==> config.mk <==
export PLATFORM = sky130hd
export DESIGN_NAME = resolution_codec_top
export DESIGN_NICKNAME = d
export VERILOG_FILES = /design/src/codec_pkg.sv /design/src/pixel_decode.sv /design/src/pixel_accumulate.sv /design/src/pixel_pack.sv /design/src/resolution_codec_top.sv
export SDC_FILE = /design/constraint.sdc
export NUM_CORES = 1
export LEC_CHECK = 0
export ABC_AREA = 0
export BUFFER_PORTS_ARGS = -buffer_cell sky130_fd_sc_hd__buf_2
export CAP_MARGIN = 20
export CORE_MARGIN = 4
export CORE_UTILIZATION = 60
export CTS_CLUSTER_SIZE = 16
export DETAILED_ROUTE_END_ITERATION = 8
export PLACE_DENSITY_LB_ADDON = 0.05
export SLEW_MARGIN = 20
export SYNTH_ARGS = -nofsm -noshare
export SYNTH_HDL_FRONTEND = slang
export SYNTH_HIERARCHICAL = 1
export SYNTH_SLANG_ARGS = --single-unit
==> constraint.sdc <==
create_clock -name aclk -period 4.25 [get_ports aclk]
set_input_delay 0.425 -clock aclk [delete_from_list [all_inputs] [get_ports aclk]]
set_output_delay 0.425 -clock aclk [all_outputs]
set_load 0.005 [all_outputs]
==> src/codec_pkg.sv <==
// Codec package: pixel and channel widths, resolution modes, group limits, shifts and typedefs
package codec_pkg;

    // Stream and channel widths
    localparam int PIX_W   = 24;
    localparam int OUT_W   = 16;
    localparam int CHAN_W  = 8;
    localparam int SUM_W   = 12;
    localparam int CNT_W   = 4;
    localparam int SHIFT_W = 3;

    // Input user field layout
    localparam int USER_W        = 3;
    localparam int USER_LINE_BIT = 2;

    // Largest legal channel sum, 16 pixels at full scale
    localparam int SUM_MAX = 4080;

    typedef logic [PIX_W-1:0]   rgb888_t;
    typedef logic [OUT_W-1:0]   rgb565_t;
    typedef logic [CHAN_W-1:0]  chan_t;
    typedef logic [SUM_W-1:0]   chan_sum_t;
    typedef logic [CNT_W-1:0]   grp_cnt_t;
    typedef logic [SHIFT_W-1:0] shift_t;

    // Resolution mode as carried in s_user[1:0]
    typedef enum logic [1:0] {
        RES_FULL    = 2'd0,
        RES_HALF    = 2'd1,
        RES_QUARTER = 2'd2,
        RES_PASS    = 2'd3
    } res_mode_t;

    // Last index inside a group
    localparam grp_cnt_t GROUP_LAST_HALF    = 4'd3;
    localparam grp_cnt_t GROUP_LAST_QUARTER = 4'd15;

    // Divide by group size
    localparam shift_t SHIFT_HALF    = 3'd2;
    localparam shift_t SHIFT_QUARTER = 3'd4;

endpackage

==> src/pixel_decode.sv <==
// Decode stage: user field split, per-group mode capture, group position count and close detect
module pixel_decode (
    input  logic                             aclk,
    input  logic                             aresetn,
    input  codec_pkg::rgb888_t               s_data,
    input  logic [codec_pkg::USER_W-1:0]     s_user,
    input  logic                             s_last,
    input  logic                             s_valid,
    input  logic                             advance,
    output logic                             dec_valid,
    output codec_pkg::rgb888_t               dec_pixel,
    output logic                             dec_first,
    output logic                             dec_close,
    output codec_pkg::shift_t                dec_shift,
    output logic                             dec_line_end,
    output logic                             dec_frame_end
);

    codec_pkg::grp_cnt_t  grp_cnt;
    codec_pkg::res_mode_t grp_mode;
    codec_pkg::res_mode_t cur_mode;
    codec_pkg::grp_cnt_t  last_idx;
    codec_pkg::shift_t    cur_shift;
    logic                 grp_start;
    logic                 grp_close;
    logic                 s_xfer;

    assign s_xfer    = s_valid && advance;
    assign grp_start = (grp_cnt == '0);

    // Mode comes from the first pixel of a group, then stays held
    assign cur_mode = grp_start ? codec_pkg::res_mode_t'(s_user[1:0]) : grp_mode;

    always_comb begin
        case (cur_mode)
            codec_pkg::RES_HALF: begin
                last_idx  = codec_pkg::GROUP_LAST_HALF;
                cur_shift = codec_pkg::SHIFT_HALF;
            end
            codec_pkg::RES_QUARTER: begin
                last_idx  = codec_pkg::GROUP_LAST_QUARTER;
                cur_shift = codec_pkg::SHIFT_QUARTER;
            end
            codec_pkg::RES_FULL, codec_pkg::RES_PASS: begin
                last_idx  = '0;
                cur_shift = '0;
            end
            default: begin
                last_idx  = '0;
                cur_shift = '0;
            end
        endcase
    end

    // Frame end cuts the group short
    assign grp_close = (grp_cnt == last_idx) || s_last;

    always_ff @(posedge aclk or negedge aresetn) begin
        if (!aresetn) begin
            grp_cnt   <= '0;
            grp_mode  <= codec_pkg::RES_FULL;
            dec_valid <= 1'b0;
        end else if (advance) begin
            dec_valid <= s_valid;
            if (s_valid) begin
                if (grp_start) begin
                    grp_mode <= cur_mode;
                end
                grp_cnt <= grp_close ? '0 : grp_cnt + codec_pkg::grp_cnt_t'(1);
            end
        end
    end

    always_ff @(posedge aclk) begin
        if (s_xfer) begin
            dec_pixel     <= s_data;
            dec_first     <= grp_start;
            dec_close     <= grp_close;
            dec_shift     <= cur_shift;
            dec_line_end  <= s_user[codec_pkg::USER_LINE_BIT];
            dec_frame_end <= s_last;
        end
    end

    // Later pixels of a group keep the shift of its first pixel
    assert property (@(posedge aclk) disable iff (!aresetn)
        (s_xfer && !grp_start) |-> (cur_shift == dec_shift));

endmodule

==> src/pixel_accumulate.sv <==
// Execute stage: per-channel group sums and shifted group average on close
module pixel_accumulate (
    input  logic                  aclk,
    input  logic                  aresetn,
    input  logic                  advance,
    input  logic                  dec_valid,
    input  codec_pkg::rgb888_t    dec_pixel,
    input  logic                  dec_first,
    input  logic                  dec_close,
    input  codec_pkg::shift_t     dec_shift,
    input  logic                  dec_line_end,
    input  logic                  dec_frame_end,
    output logic                  avg_valid,
    output codec_pkg::chan_t      avg_r,
    output codec_pkg::chan_t      avg_g,
    output codec_pkg::chan_t      avg_b,
    output logic                  avg_line_end,
    output logic                  avg_frame_end
);

    codec_pkg::chan_t     pix_r;
    codec_pkg::chan_t     pix_g;
    codec_pkg::chan_t     pix_b;
    codec_pkg::chan_sum_t sum_r;
    codec_pkg::chan_sum_t sum_g;
    codec_pkg::chan_sum_t sum_b;
    codec_pkg::chan_sum_t base_r;
    codec_pkg::chan_sum_t base_g;
    codec_pkg::chan_sum_t base_b;
    codec_pkg::chan_sum_t next_r;
    codec_pkg::chan_sum_t next_g;
    codec_pkg::chan_sum_t next_b;
    logic                 dec_xfer;

    assign dec_xfer = dec_valid && advance;

    // Red sits in the top byte
    assign pix_r = dec_pixel[2*codec_pkg::CHAN_W +: codec_pkg::CHAN_W];
    assign pix_g = dec_pixel[codec_pkg::CHAN_W +: codec_pkg::CHAN_W];
    assign pix_b = dec_pixel[0 +: codec_pkg::CHAN_W];

    // First pixel restarts the sums
    assign base_r = dec_first ? '0 : sum_r;
    assign base_g = dec_first ? '0 : sum_g;
    assign base_b = dec_first ? '0 : sum_b;

    assign next_r = base_r + codec_pkg::chan_sum_t'(pix_r);
    assign next_g = base_g + codec_pkg::chan_sum_t'(pix_g);
    assign next_b = base_b + codec_pkg::chan_sum_t'(pix_b);

    always_ff @(posedge aclk) begin
        if (dec_xfer) begin
            sum_r <= next_r;
            sum_g <= next_g;
            sum_b <= next_b;
        end
    end

    always_ff @(posedge aclk or negedge aresetn) begin
        if (!aresetn) begin
            avg_valid <= 1'b0;
        end else if (advance) begin
            // One beat per closed group
            avg_valid <= dec_valid && dec_close;
        end
    end

    // Nominal divide even on an early frame end close, no rounding
    always_ff @(posedge aclk) begin
        if (dec_xfer && dec_close) begin
            avg_r         <= codec_pkg::chan_t'(next_r >> dec_shift);
            avg_g         <= codec_pkg::chan_t'(next_g >> dec_shift);
            avg_b         <= codec_pkg::chan_t'(next_b >> dec_shift);
            avg_line_end  <= dec_line_end;
            avg_frame_end <= dec_frame_end;
        end
    end

    // Group sizes from decode keep every sum inside 16 x 255
    assert property (@(posedge aclk) disable iff (!aresetn)
        dec_xfer |->
            (({1'b0, base_r} + pix_r) <= codec_pkg::SUM_MAX) &&
            (({1'b0, base_g} + pix_g) <= codec_pkg::SUM_MAX) &&
            (({1'b0, base_b} + pix_b) <= codec_pkg::SUM_MAX));

endmodule

==> src/pixel_pack.sv <==
// Result stage: RGB565 packing, output register and pipeline advance generation
module pixel_pack (
    input  logic                aclk,
    input  logic                aresetn,
    input  logic                avg_valid,
    input  codec_pkg::chan_t    avg_r,
    input  codec_pkg::chan_t    avg_g,
    input  codec_pkg::chan_t    avg_b,
    input  logic                avg_line_end,
    input  logic                avg_frame_end,
    input  logic                m_ready,
    output logic                advance,
    output codec_pkg::rgb565_t  m_data,
    output logic                m_user,
    output logic                m_last,
    output logic                m_valid
);

    codec_pkg::rgb565_t packed_pix;

    // Register is free when empty or being drained this cycle
    assign advance = !m_valid || m_ready;

    // Keep the top 5, 6 and 5 bits
    assign packed_pix = {
        avg_r[codec_pkg::CHAN_W-1 -: 5],
        avg_g[codec_pkg::CHAN_W-1 -: 6],
        avg_b[codec_pkg::CHAN_W-1 -: 5]
    };

    always_ff @(posedge aclk or negedge aresetn) begin
        if (!aresetn) begin
            m_valid <= 1'b0;
        end else if (advance) begin
            m_valid <= avg_valid;
        end
    end

    always_ff @(posedge aclk) begin
        if (advance && avg_valid) begin
            m_data <= packed_pix;
            m_user <= avg_line_end;
            m_last <= avg_frame_end;
        end
    end

    // Pending average waits upstream while the output beat is stalled
    assert property (@(posedge aclk) disable iff (!aresetn)
        !advance |=>
            $stable(avg_valid) && $stable(avg_r) && $stable(avg_g) && $stable(avg_b) &&
            $stable(avg_line_end) && $stable(avg_frame_end));

endmodule

==> src/resolution_codec_top.sv <==
// Top level of the decimating codec: decode, accumulate and pack stages with stream ports
module resolution_codec_top (
    input  logic                          aclk,
    input  logic                          aresetn,
    // Input pixel stream
    input  codec_pkg::rgb888_t            s_data,
    input  logic [codec_pkg::USER_W-1:0]  s_user,
    input  logic                          s_last,
    input  logic                          s_valid,
    output logic                          s_ready,
    // Output pixel stream
    output codec_pkg::rgb565_t            m_data,
    output logic                          m_user,
    output logic                          m_last,
    output logic                          m_valid,
    input  logic                          m_ready
);

    logic               advance;
    logic               dec_valid;
    codec_pkg::rgb888_t dec_pixel;
    logic               dec_first;
    logic               dec_close;
    codec_pkg::shift_t  dec_shift;
    logic               dec_line_end;
    logic               dec_frame_end;
    logic               avg_valid;
    codec_pkg::chan_t   avg_r;
    codec_pkg::chan_t   avg_g;
    codec_pkg::chan_t   avg_b;
    logic               avg_line_end;
    logic               avg_frame_end;

    // Whole pipeline moves together
    assign s_ready = advance;

    pixel_decode decode_i (
        .aclk          (aclk),
        .aresetn       (aresetn),
        .s_data        (s_data),
        .s_user        (s_user),
        .s_last        (s_last),
        .s_valid       (s_valid),
        .advance       (advance),
        .dec_valid     (dec_valid),
        .dec_pixel     (dec_pixel),
        .dec_first     (dec_first),
        .dec_close     (dec_close),
        .dec_shift     (dec_shift),
        .dec_line_end  (dec_line_end),
        .dec_frame_end (dec_frame_end)
    );

    pixel_accumulate accumulate_i (
        .aclk          (aclk),
        .aresetn       (aresetn),
        .advance       (advance),
        .dec_valid     (dec_valid),
        .dec_pixel     (dec_pixel),
        .dec_first     (dec_first),
        .dec_close     (dec_close),
        .dec_shift     (dec_shift),
        .dec_line_end  (dec_line_end),
        .dec_frame_end (dec_frame_end),
        .avg_valid     (avg_valid),
        .avg_r         (avg_r),
        .avg_g         (avg_g),
        .avg_b         (avg_b),
        .avg_line_end  (avg_line_end),
        .avg_frame_end (avg_frame_end)
    );

    pixel_pack pack_i (
        .aclk          (aclk),
        .aresetn       (aresetn),
        .avg_valid     (avg_valid),
        .avg_r         (avg_r),
        .avg_g         (avg_g),
        .avg_b         (avg_b),
        .avg_line_end  (avg_line_end),
        .avg_frame_end (avg_frame_end),
        .m_ready       (m_ready),
        .advance       (advance),
        .m_data        (m_data),
        .m_user        (m_user),
        .m_last        (m_last),
        .m_valid       (m_valid)
    );

endmodule

==> metrics.cfg, run 1 <==
[setup_path]
cp.arrival_ps=3630
r2r_slack_ps=740
r2r_end=accumulate_i/avg_r[6]
critPathKind=flip-flop to flip-flop
cp.required_ps=4370
cp_max_fo=23
cp-start-kind=flip-flop
worstRegToRegCells=10
endpoint_kind=flip-flop
r2r-start=decode_i/dec_first

[power]
vdd_ir_drop_max_mv=0.465
power_density_nw_per_um2=802
p_leak_nw=2.63

[outcome]
outcome=completed

[clock_network]
path_clk_slew_ps=100
cts_sinks=111
cts_setup_buffers=0
cts_tree=done
ctsHtreeMaxLevel=3
cts_buffers=9
ctsHoldBuffers=1
clock_path_buffers=2
cts_root_buf=clkbuf_8
cts_resized=0
clkLatencyLatePin_ps=390

[timing]
setup_viol=0
slew_headroom_pct=37.7
rsz0062_at_grt=false
hold_violations=0
worst_slew_pin_slew_ps=935
post-route-period-util_pct=82.7
final.setup.tns_ps=0
min_period_ps=3510
finalClockSkew_ps=13.6
slew_viol_final=0
fmax_ghz=0.285

[route]
viasPerCell=6.13
ant_nets=0
routed-wl-met2_um=6370
wl_met1_um=5170
drc=0
wire_per_inst_um=17.7
wl_met3_um=595
wl_um=12400
routed.top_layer=met4
drt_iter0_markers=374
detail_route.first_pass.iterations=5
vias=4317

[floorplan]
pin_count=52
num_rows=36
die_y_um=110
initial_core_util_pct=62.7
die_w_um=110
dieArea_um2=12100
core_um2=9910

[hold_path]
holdPathStages=1
hp-class=input port to flip-flop
hp-start=s_user[2]
holdPathEnd=decode_i/dec_line_end

[yosys]
synth.avg_cell_area_um2=11.9
netlist_instances=524
syn_nets=585
syn_area_um2=6210
ys_warn_count=6

[global_routing]
grt_pass1_wl_um=20800
antenna_found_initial=0
grt.total_usage_pct=22.9
grt_max_degree=37
grt_pass1_vias=4298
grt_overflow=0

[cells_and_area]
layout-drive-gt1-share_pct=19.4
syn_to_final_growth_pct=9.04
nets=627
stdcell_count=704
fillCellCount=768
n_antenna_cell=0

[run]
drv_cap=0

[placed_design]
place_hpwl_um=8910
numPlacedInstances=687
routabilityCongestion=0.862
placement.io_buffers=51

## report_power, final
group	leakage (nW)	total (mW)	switching, mW	internal, mW
Combinational	1.45	2.76	1.61	1.15
Clock	0.0960	0.629	0.352	0.277
Sequential	1.09	2.04	0.258	1.78
## critical path, cell delays in order, from the launching register on
cell	delay, ps
edfxtp_1	880
nor2b_1	110
ha_1	240
fa_1	440
a211o_2	360
a211o_2	300
nand4_1	110
xor2_1	300
mux2i_1	150
a22oi_1	250
o22ai_1	110
## layer usage
metal,vias up,track usage (%)
met3,26,6.46
met5,-,0
met1,2083,28.1
met4,0,8.37
li1,2063,-
met2,145,38.6
## cell type report
class / instances / area [um^2] / share of cell area (%)
Sequential cell: 111 / 3290 / 48.5
Multi-Input combinational cell: 368 / 2750 / 40.6
Timing Repair Buffer: 57 / 303 / 4.47
Tap cell: 133 / 166 / 2.46
Clock buffer: 10 / 128 / 1.88
Inverter: 19 / 71.3 / 1.05
Clock inverter: 6 / 70.1 / 1.03
## sequential cells by signal, summed over array words and instances, names as in the netlist
signal                      flops
decode_i/dec_pixel             24
pack_i/m_data                  16
accumulate_i/sum_b             12
accumulate_i/sum_g             12
accumulate_i/sum_r             12
accumulate_i/avg_g              6
accumulate_i/avg_b              5
accumulate_i/avg_r              5
decode_i/grp_cnt                4
decode_i/dec_shift              2
decode_i/grp_mode               2
accumulate_i/avg_frame_end      1
accumulate_i/avg_line_end       1
accumulate_i/avg_valid          1
decode_i/dec_close              1
decode_i/dec_first              1
decode_i/dec_frame_end          1
decode_i/dec_line_end           1
decode_i/dec_valid              1
pack_i/m_last                   1
pack_i/m_user                   1
pack_i/m_valid                  1
## worst max-delay path by stage
stage | start | to | slack (ps) | cells past startpoint
floorplan | decode_i/dec_first | accumulate_i/avg_r[6] | 1010 | 12
global placement | decode_i/dec_first | accumulate_i/avg_r[6] | 850 | 10
detailed placement | decode_i/dec_first | accumulate_i/avg_r[6] | 700 | 10
CTS | decode_i/dec_first | accumulate_i/avg_r[6] | 690 | 10
global route | decode_i/dec_first | accumulate_i/avg_g[4] | 440 | 10
finish | decode_i/dec_first | accumulate_i/avg_r[6] | 740 | 10
## through the flow
step	setup slack [ps]	utilization [%]	hold slack [ps]	power, mW	cell area [um^2]
CTS	689	68.4	187	5.43	6780
global route	445	68.4	172	5.86	6780
global placement	851	66.3	288	4.70	6570
detailed placement	703	66.3	292	4.79	6570
floorplan	1010	-	129	4.12	6210
finish	736	68.4	206	5.43	6780
## cell usage in the layout, fill, tap and decap left out, drive strengths merged, types with 12 or more instances in the layout
master / n
a21oi: 30
edfxtp: 102
ha: 26
nand3: 14
nor2: 30
nor2b: 28
mux2: 14
o21ai: 18
nand2: 38
inv: 18
xnor2: 12
xor2: 15
mux2i: 15
buf: 56
(Power assumes the default switching activity.)
==> inputs of run 2 (changes only) <==
- CORE_UTILIZATION: 60 -> 55
- clock period: 4.25 -> 3.1 ns (I/O delays scaled with it)
==> metrics.cfg, run 2 (synthesized netlist as in run 1, its figures left out) <==
[placed_design]
postPlaceCellArea_um2=6690
numPlacedInstances=707
placement.io_buffers=51
place_hpwl_um=9080
routabilityCongestion=0.868

[setup_path]
critPathKind=flip-flop to flip-flop
crit_start=decode_i/dec_first
cp-start-kind=flip-flop
cp.required_ps=3210
r2r-start=decode_i/dec_first
cp_max_fo=12
worstRegToRegCells=10
cp.arrival_ps=3050
endpoint_kind=flip-flop
r2r_end=accumulate_i/avg_g[2]
r2r_slack_ps=160

[cells_and_area]
final_cell_mix=edfxtp_1, buf_2, nand2_1
layout.cells.most_common=edfxtp_1
fin_area_um2=7020
n_antenna_cell=0
largest_reg_flops=24
syn_to_final_growth_pct=12.9
top_regs=decode_i/dec_pixel (24), pack_i/m_data (16)
fillCellCount=856
layout-drive-gt1-share_pct=22.6
regMostFlops=decode_i/dec_pixel
nets=640
stdcell_count=724

[route]
detail_route.first_pass.iterations=5
viasPerCell=5.96
drc=0
vias=4315
wire_per_inst_um=17.7
drt_iter0_markers=271
ant_nets=0
wl_um=12800

[timing]
rsz0062_at_grt=false
slew_headroom_pct=41.0
slew_viol_final=0
finalClockSkew_ps=10.7
min_period_ps=2940
holdWs_ps=128
post-route-period-util_pct=94.7
hold_violations=0
fmax_ghz=0.340
worst_slew_pin_slew_ps=885
setup_viol=0
final.setup.tns_ps=0

[hold_path]
hp-class=input port to flip-flop
holdPathStages=1
hp-start=s_data[23]
holdPathEnd=decode_i/dec_pixel[23]

[global_routing]
grt_pass1_vias=4198
grt_pass1_wl_um=20700
grt.total_usage_pct=20.4
grt_overflow=0
grt_max_degree=37
busiest_layer=met2
antenna_found_initial=0
grt_util_met2_pct=34.0
grtUsageMet3_pct=4.65
grtUsageMet1_pct=26.1

[clock_network]
cts_sinks=111
clkLatencyLatePin_ps=350
cts_root_buf=clkbuf_16
cts_buffers=9
cts_tree=done
clock_path_buffers=2
cts_setup_buffers=0
ctsHtreeMaxLevel=3
path_clk_slew_ps=80

[run]
drv_cap=0

[floorplan]
pin_count=52
dieArea_um2=13100
core_um2=10900
initial_core_util_pct=56.8
die_y_um=114
die_w_um=114
num_rows=38

[power]
power_density_nw_per_um2=1130
vdd_ir_drop_max_mv=0.549
total_power_mw=7.91
p_leak_nw=2.74

[outcome]
outcome=completed

run 2: changes by cell type in the layout (fill, tap and decap cells not counted), moves of 2 or more:
cell       change
buf_4         +11
clkbuf_16      +9
clkbuf_8       -9
inv_6          +4
a221oi_1       -2
a221oi_2       +2
run 2: what timing repair did:
| action | 4_1_cts | 5_1_grt |
|---|---|---|
| endpoints found under the hold margin | 9 | 0 |
| gates resized for setup | 0 | 9 |
| endpoints found under the setup margin | 0 | 12 |
| hold buffers | 1 | 0 |
run 2: critical path: stages (launching register included):
cell,delay (ps)
edfxtp_1,430
buf_6,190
nor2b_1,60
ha_1,210
fa_1,440
a211oi_2,300
o21bai_1,110
a21oi_1,170
xnor2_1,100
mux4_2,450
a22o_1,230
run 2: worst max-delay path by stage:
stage | to | slack, ps | cells after the start
after CTS | accumulate_i/avg_g[2] | 70 | 10
after floorplan | accumulate_i/avg_r[6] | 50 | 12
final | accumulate_i/avg_g[2] | 160 | 10
after global placement | accumulate_i/avg_g[2] | 180 | 10
after detailed placement | accumulate_i/avg_g[2] | 90 | 10
after global routing | accumulate_i/avg_r[3] | 9 | 10
run 2: final cells by class:
class / count / area [um^2] / area share (%)
multi-input cells: 368 / 2790 / 39.7
inverters: 19 / 71.3 / 1.02
repair buffers: 70 / 417 / 5.94
clock buffers: 9 / 225 / 3.21
flip-flops and latches: 111 / 3290 / 46.9
clock inverters: 7 / 55.1 / 0.784
well taps: 140 / 175 / 2.50
run 2: metal layers:
metal | up-vias | wire [um]
met2 | 124 | 6450
met3 | 17 | 635
met4 | 0 | 201
met5 | - | 0
li1 | 2090 | -
met1 | 2084 | 5540
run 2: per-stage QoR:
| stage | worst slack [ps] | utilization [%] |
|---|---|---|
| CTS | 72.9 | 63.8 |
| floorplan | 54.5 | - |
| detailed placement | 90.9 | 61.2 |
| finish | 163 | 64.2 |
| global placement | 175 | 61.2 |
| global route | 8.53 | 64.2 |
run 2: report_power, final:
group	internal [mW]	switching (mW)	total, mW
logic	1.75	2.37	4.11
clock network	0.556	0.545	1.10
registers	2.45	0.249	2.70
==> inputs of run 3 (changes only) <==
- ABC_AREA: 0 -> 1
- PLACE_DENSITY: unset -> 0.85
- PLACE_DENSITY_LB_ADDON: 0.05 -> unset
==> metrics.cfg, run 3 <==
[power]
total_power_mw=6.20
p_int_mw=3.81
clkPwrFrac_pct=18.9
comb_power_share_pct=40.8
vdd_ir_drop_max_mv=0.487
power_density_nw_per_um2=864
p_sw_share_pct=38.5
power.switching_mw=2.39
p_leak_nw=3.49
pwr-share-seq_pct=40.3

[timing]
hold_violations=0
setup_viol=0
fmax_ghz=0.377
min_period_ps=2650
worst_slew_pin_slew_ps=811
finalClockSkew_ps=10.8
rsz0062_at_grt=false
post-route-period-util_pct=85.6
slew_headroom_pct=45.8
slew_viol_final=0
fin_ws_ps=445
final.setup.tns_ps=0

[cells_and_area]
regMostFlops=decode_i/dec_pixel
largest_reg_flops=24
nets=863
layout.cells.most_common=nand2_1
final_cell_mix=nand2_1, nand3_1, inv_1
layout-drive-gt1-share_pct=14.4
fin_area_um2=7180
syn_to_final_growth_pct=9.09
n_antenna_cell=0
top_regs=decode_i/dec_pixel (24), pack_i/m_data (16)

[placed_design]
routabilityCongestion=0.938
dp_slack_ps=417
postPlaceCellArea_um2=6870
place_hpwl_um=9680
placement.io_buffers=51

[global_routing]
antenna_found_initial=0
grt.total_usage_pct=20.1
grt_max_degree=37
grt_overflow=0
grt_pass1_wl_um=22600
grt_pass1_vias=5082

[route]
vias=5075
viasPerCell=5.34
wire_per_inst_um=13.8
drc=0
drt_iter0_markers=344
detail_route.first_pass.iterations=5
wl_um=13100
ant_nets=0

[setup_path]
critPathKind=flip-flop to flip-flop
crit_path_max_incr_delay_ps=650
critPathSlowestCell=edfxtp_1
cp_max_fo=15
cp.arrival_ps=2770
cp-start-kind=flip-flop
endpoint_kind=flip-flop
cp.required_ps=3210
cpMostUsedCell=nand2_1
path_cells=buf_4, nor2_1, ha_1, nand2_2, nor2_1, nand2_1, nand3_1, nand2_1, nand2_1, nand2_1, nand3_1, nand3_1, nand3_1, nand2_1

[run]
drv_cap=0

[floorplan]
die_w_um=117
core_um2=11600
pin_count=52
die_y_um=117
num_rows=39
initial_core_util_pct=56.9
dieArea_um2=13800

[clock_network]
cts_sinks=111
ctsHoldBuffers=1
cts_tree=done
cts_resized=0
clock_path_buffers=2
ctsHtreeMaxLevel=3
cts_setup_buffers=0
cts_buffers=9
cts_root_buf=clkbuf_16
path_clk_slew_ps=80
clkLatencyLatePin_ps=360

[hold_path]
hp-class=input port to flip-flop

[yosys]
syn_area_um2=6580
ys_warn_count=6
synth.avg_cell_area_um2=8.71
syn_nets=816
netlist_instances=755

[outcome]
outcome=completed

run 3: final cells by class:
cell class / count / area, um^2
clock buffers: 10 / 229
clock inverters: 6 / 68.8
fillers: 949 / 4390
inverters: 112 / 420
multi-input cells: 510 / 2680
flip-flops and latches: 111 / 3290
well taps: 143 / 179
repair buffers: 58 / 310
run 3: routing by layer:
metal,global-route usage (%),part of all wire (%)
met4,8.28,3.2
met2,35.5,51
met5,0,0
met3,4.96,5.4
met1,23.3,41
run 3: per-stage QoR:
step | hold WS (ps) | std cells | util (%)
2_1_floorplan | 14.4 | 755 | -
3_3_place_gp | 177 | 933 | 59.4
3_5_place_dp | 179 | 933 | 59.4
4_1_cts | 112 | 950 | 62.0
5_1_grt | 102 | 950 | 62.0
6_report | 119 | 950 | 62.0
run 3: worst paths after layout:
| check | slack (ps) | from | cells after the start | to |
|---|---|---|---|---|
| max in group asynchronous | 2580 | aresetn | 2 | decode_i/dec_valid |
| min in group asynchronous | 330 | aresetn | 2 | pack_i/m_valid |
| max | 450 | decode_i/dec_first | 14 | accumulate_i/avg_b[7] |
| min reg2reg | 410 | accumulate_i/avg_g[6] | 0 | pack_i/m_data[9] |
| max reg2reg | 450 | decode_i/dec_first | 14 | accumulate_i/avg_b[7] |
| min | 120 | s_data[20] | 1 | decode_i/dec_pixel[20] |
run 3: critical path: cells and delay by family (launching register included):
| kind | cells | cell delay (ps) |
|---|---|---|
| flip-flops | 1 | 650 |
| adder cells (fa/ha/maj) | 1 | 400 |
| AND/OR/NAND/NOR | 12 | 1010 |
| buffers and inverters | 1 | 330 |
run 3: power by group through the flow:
stage | clock (mW) | sequential [mW] | combinational, mW
6_report | 1.17 | 2.50 | 2.53
5_1_grt | 1.26 | 2.55 | 2.89
4_1_cts | 1.20 | 2.50 | 2.52
3_5_place_dp | 0 | 2.53 | 2.50
3_3_place_gp | 0 | 2.52 | 2.43
2_1_floorplan | 0 | 2.46 | 2.00
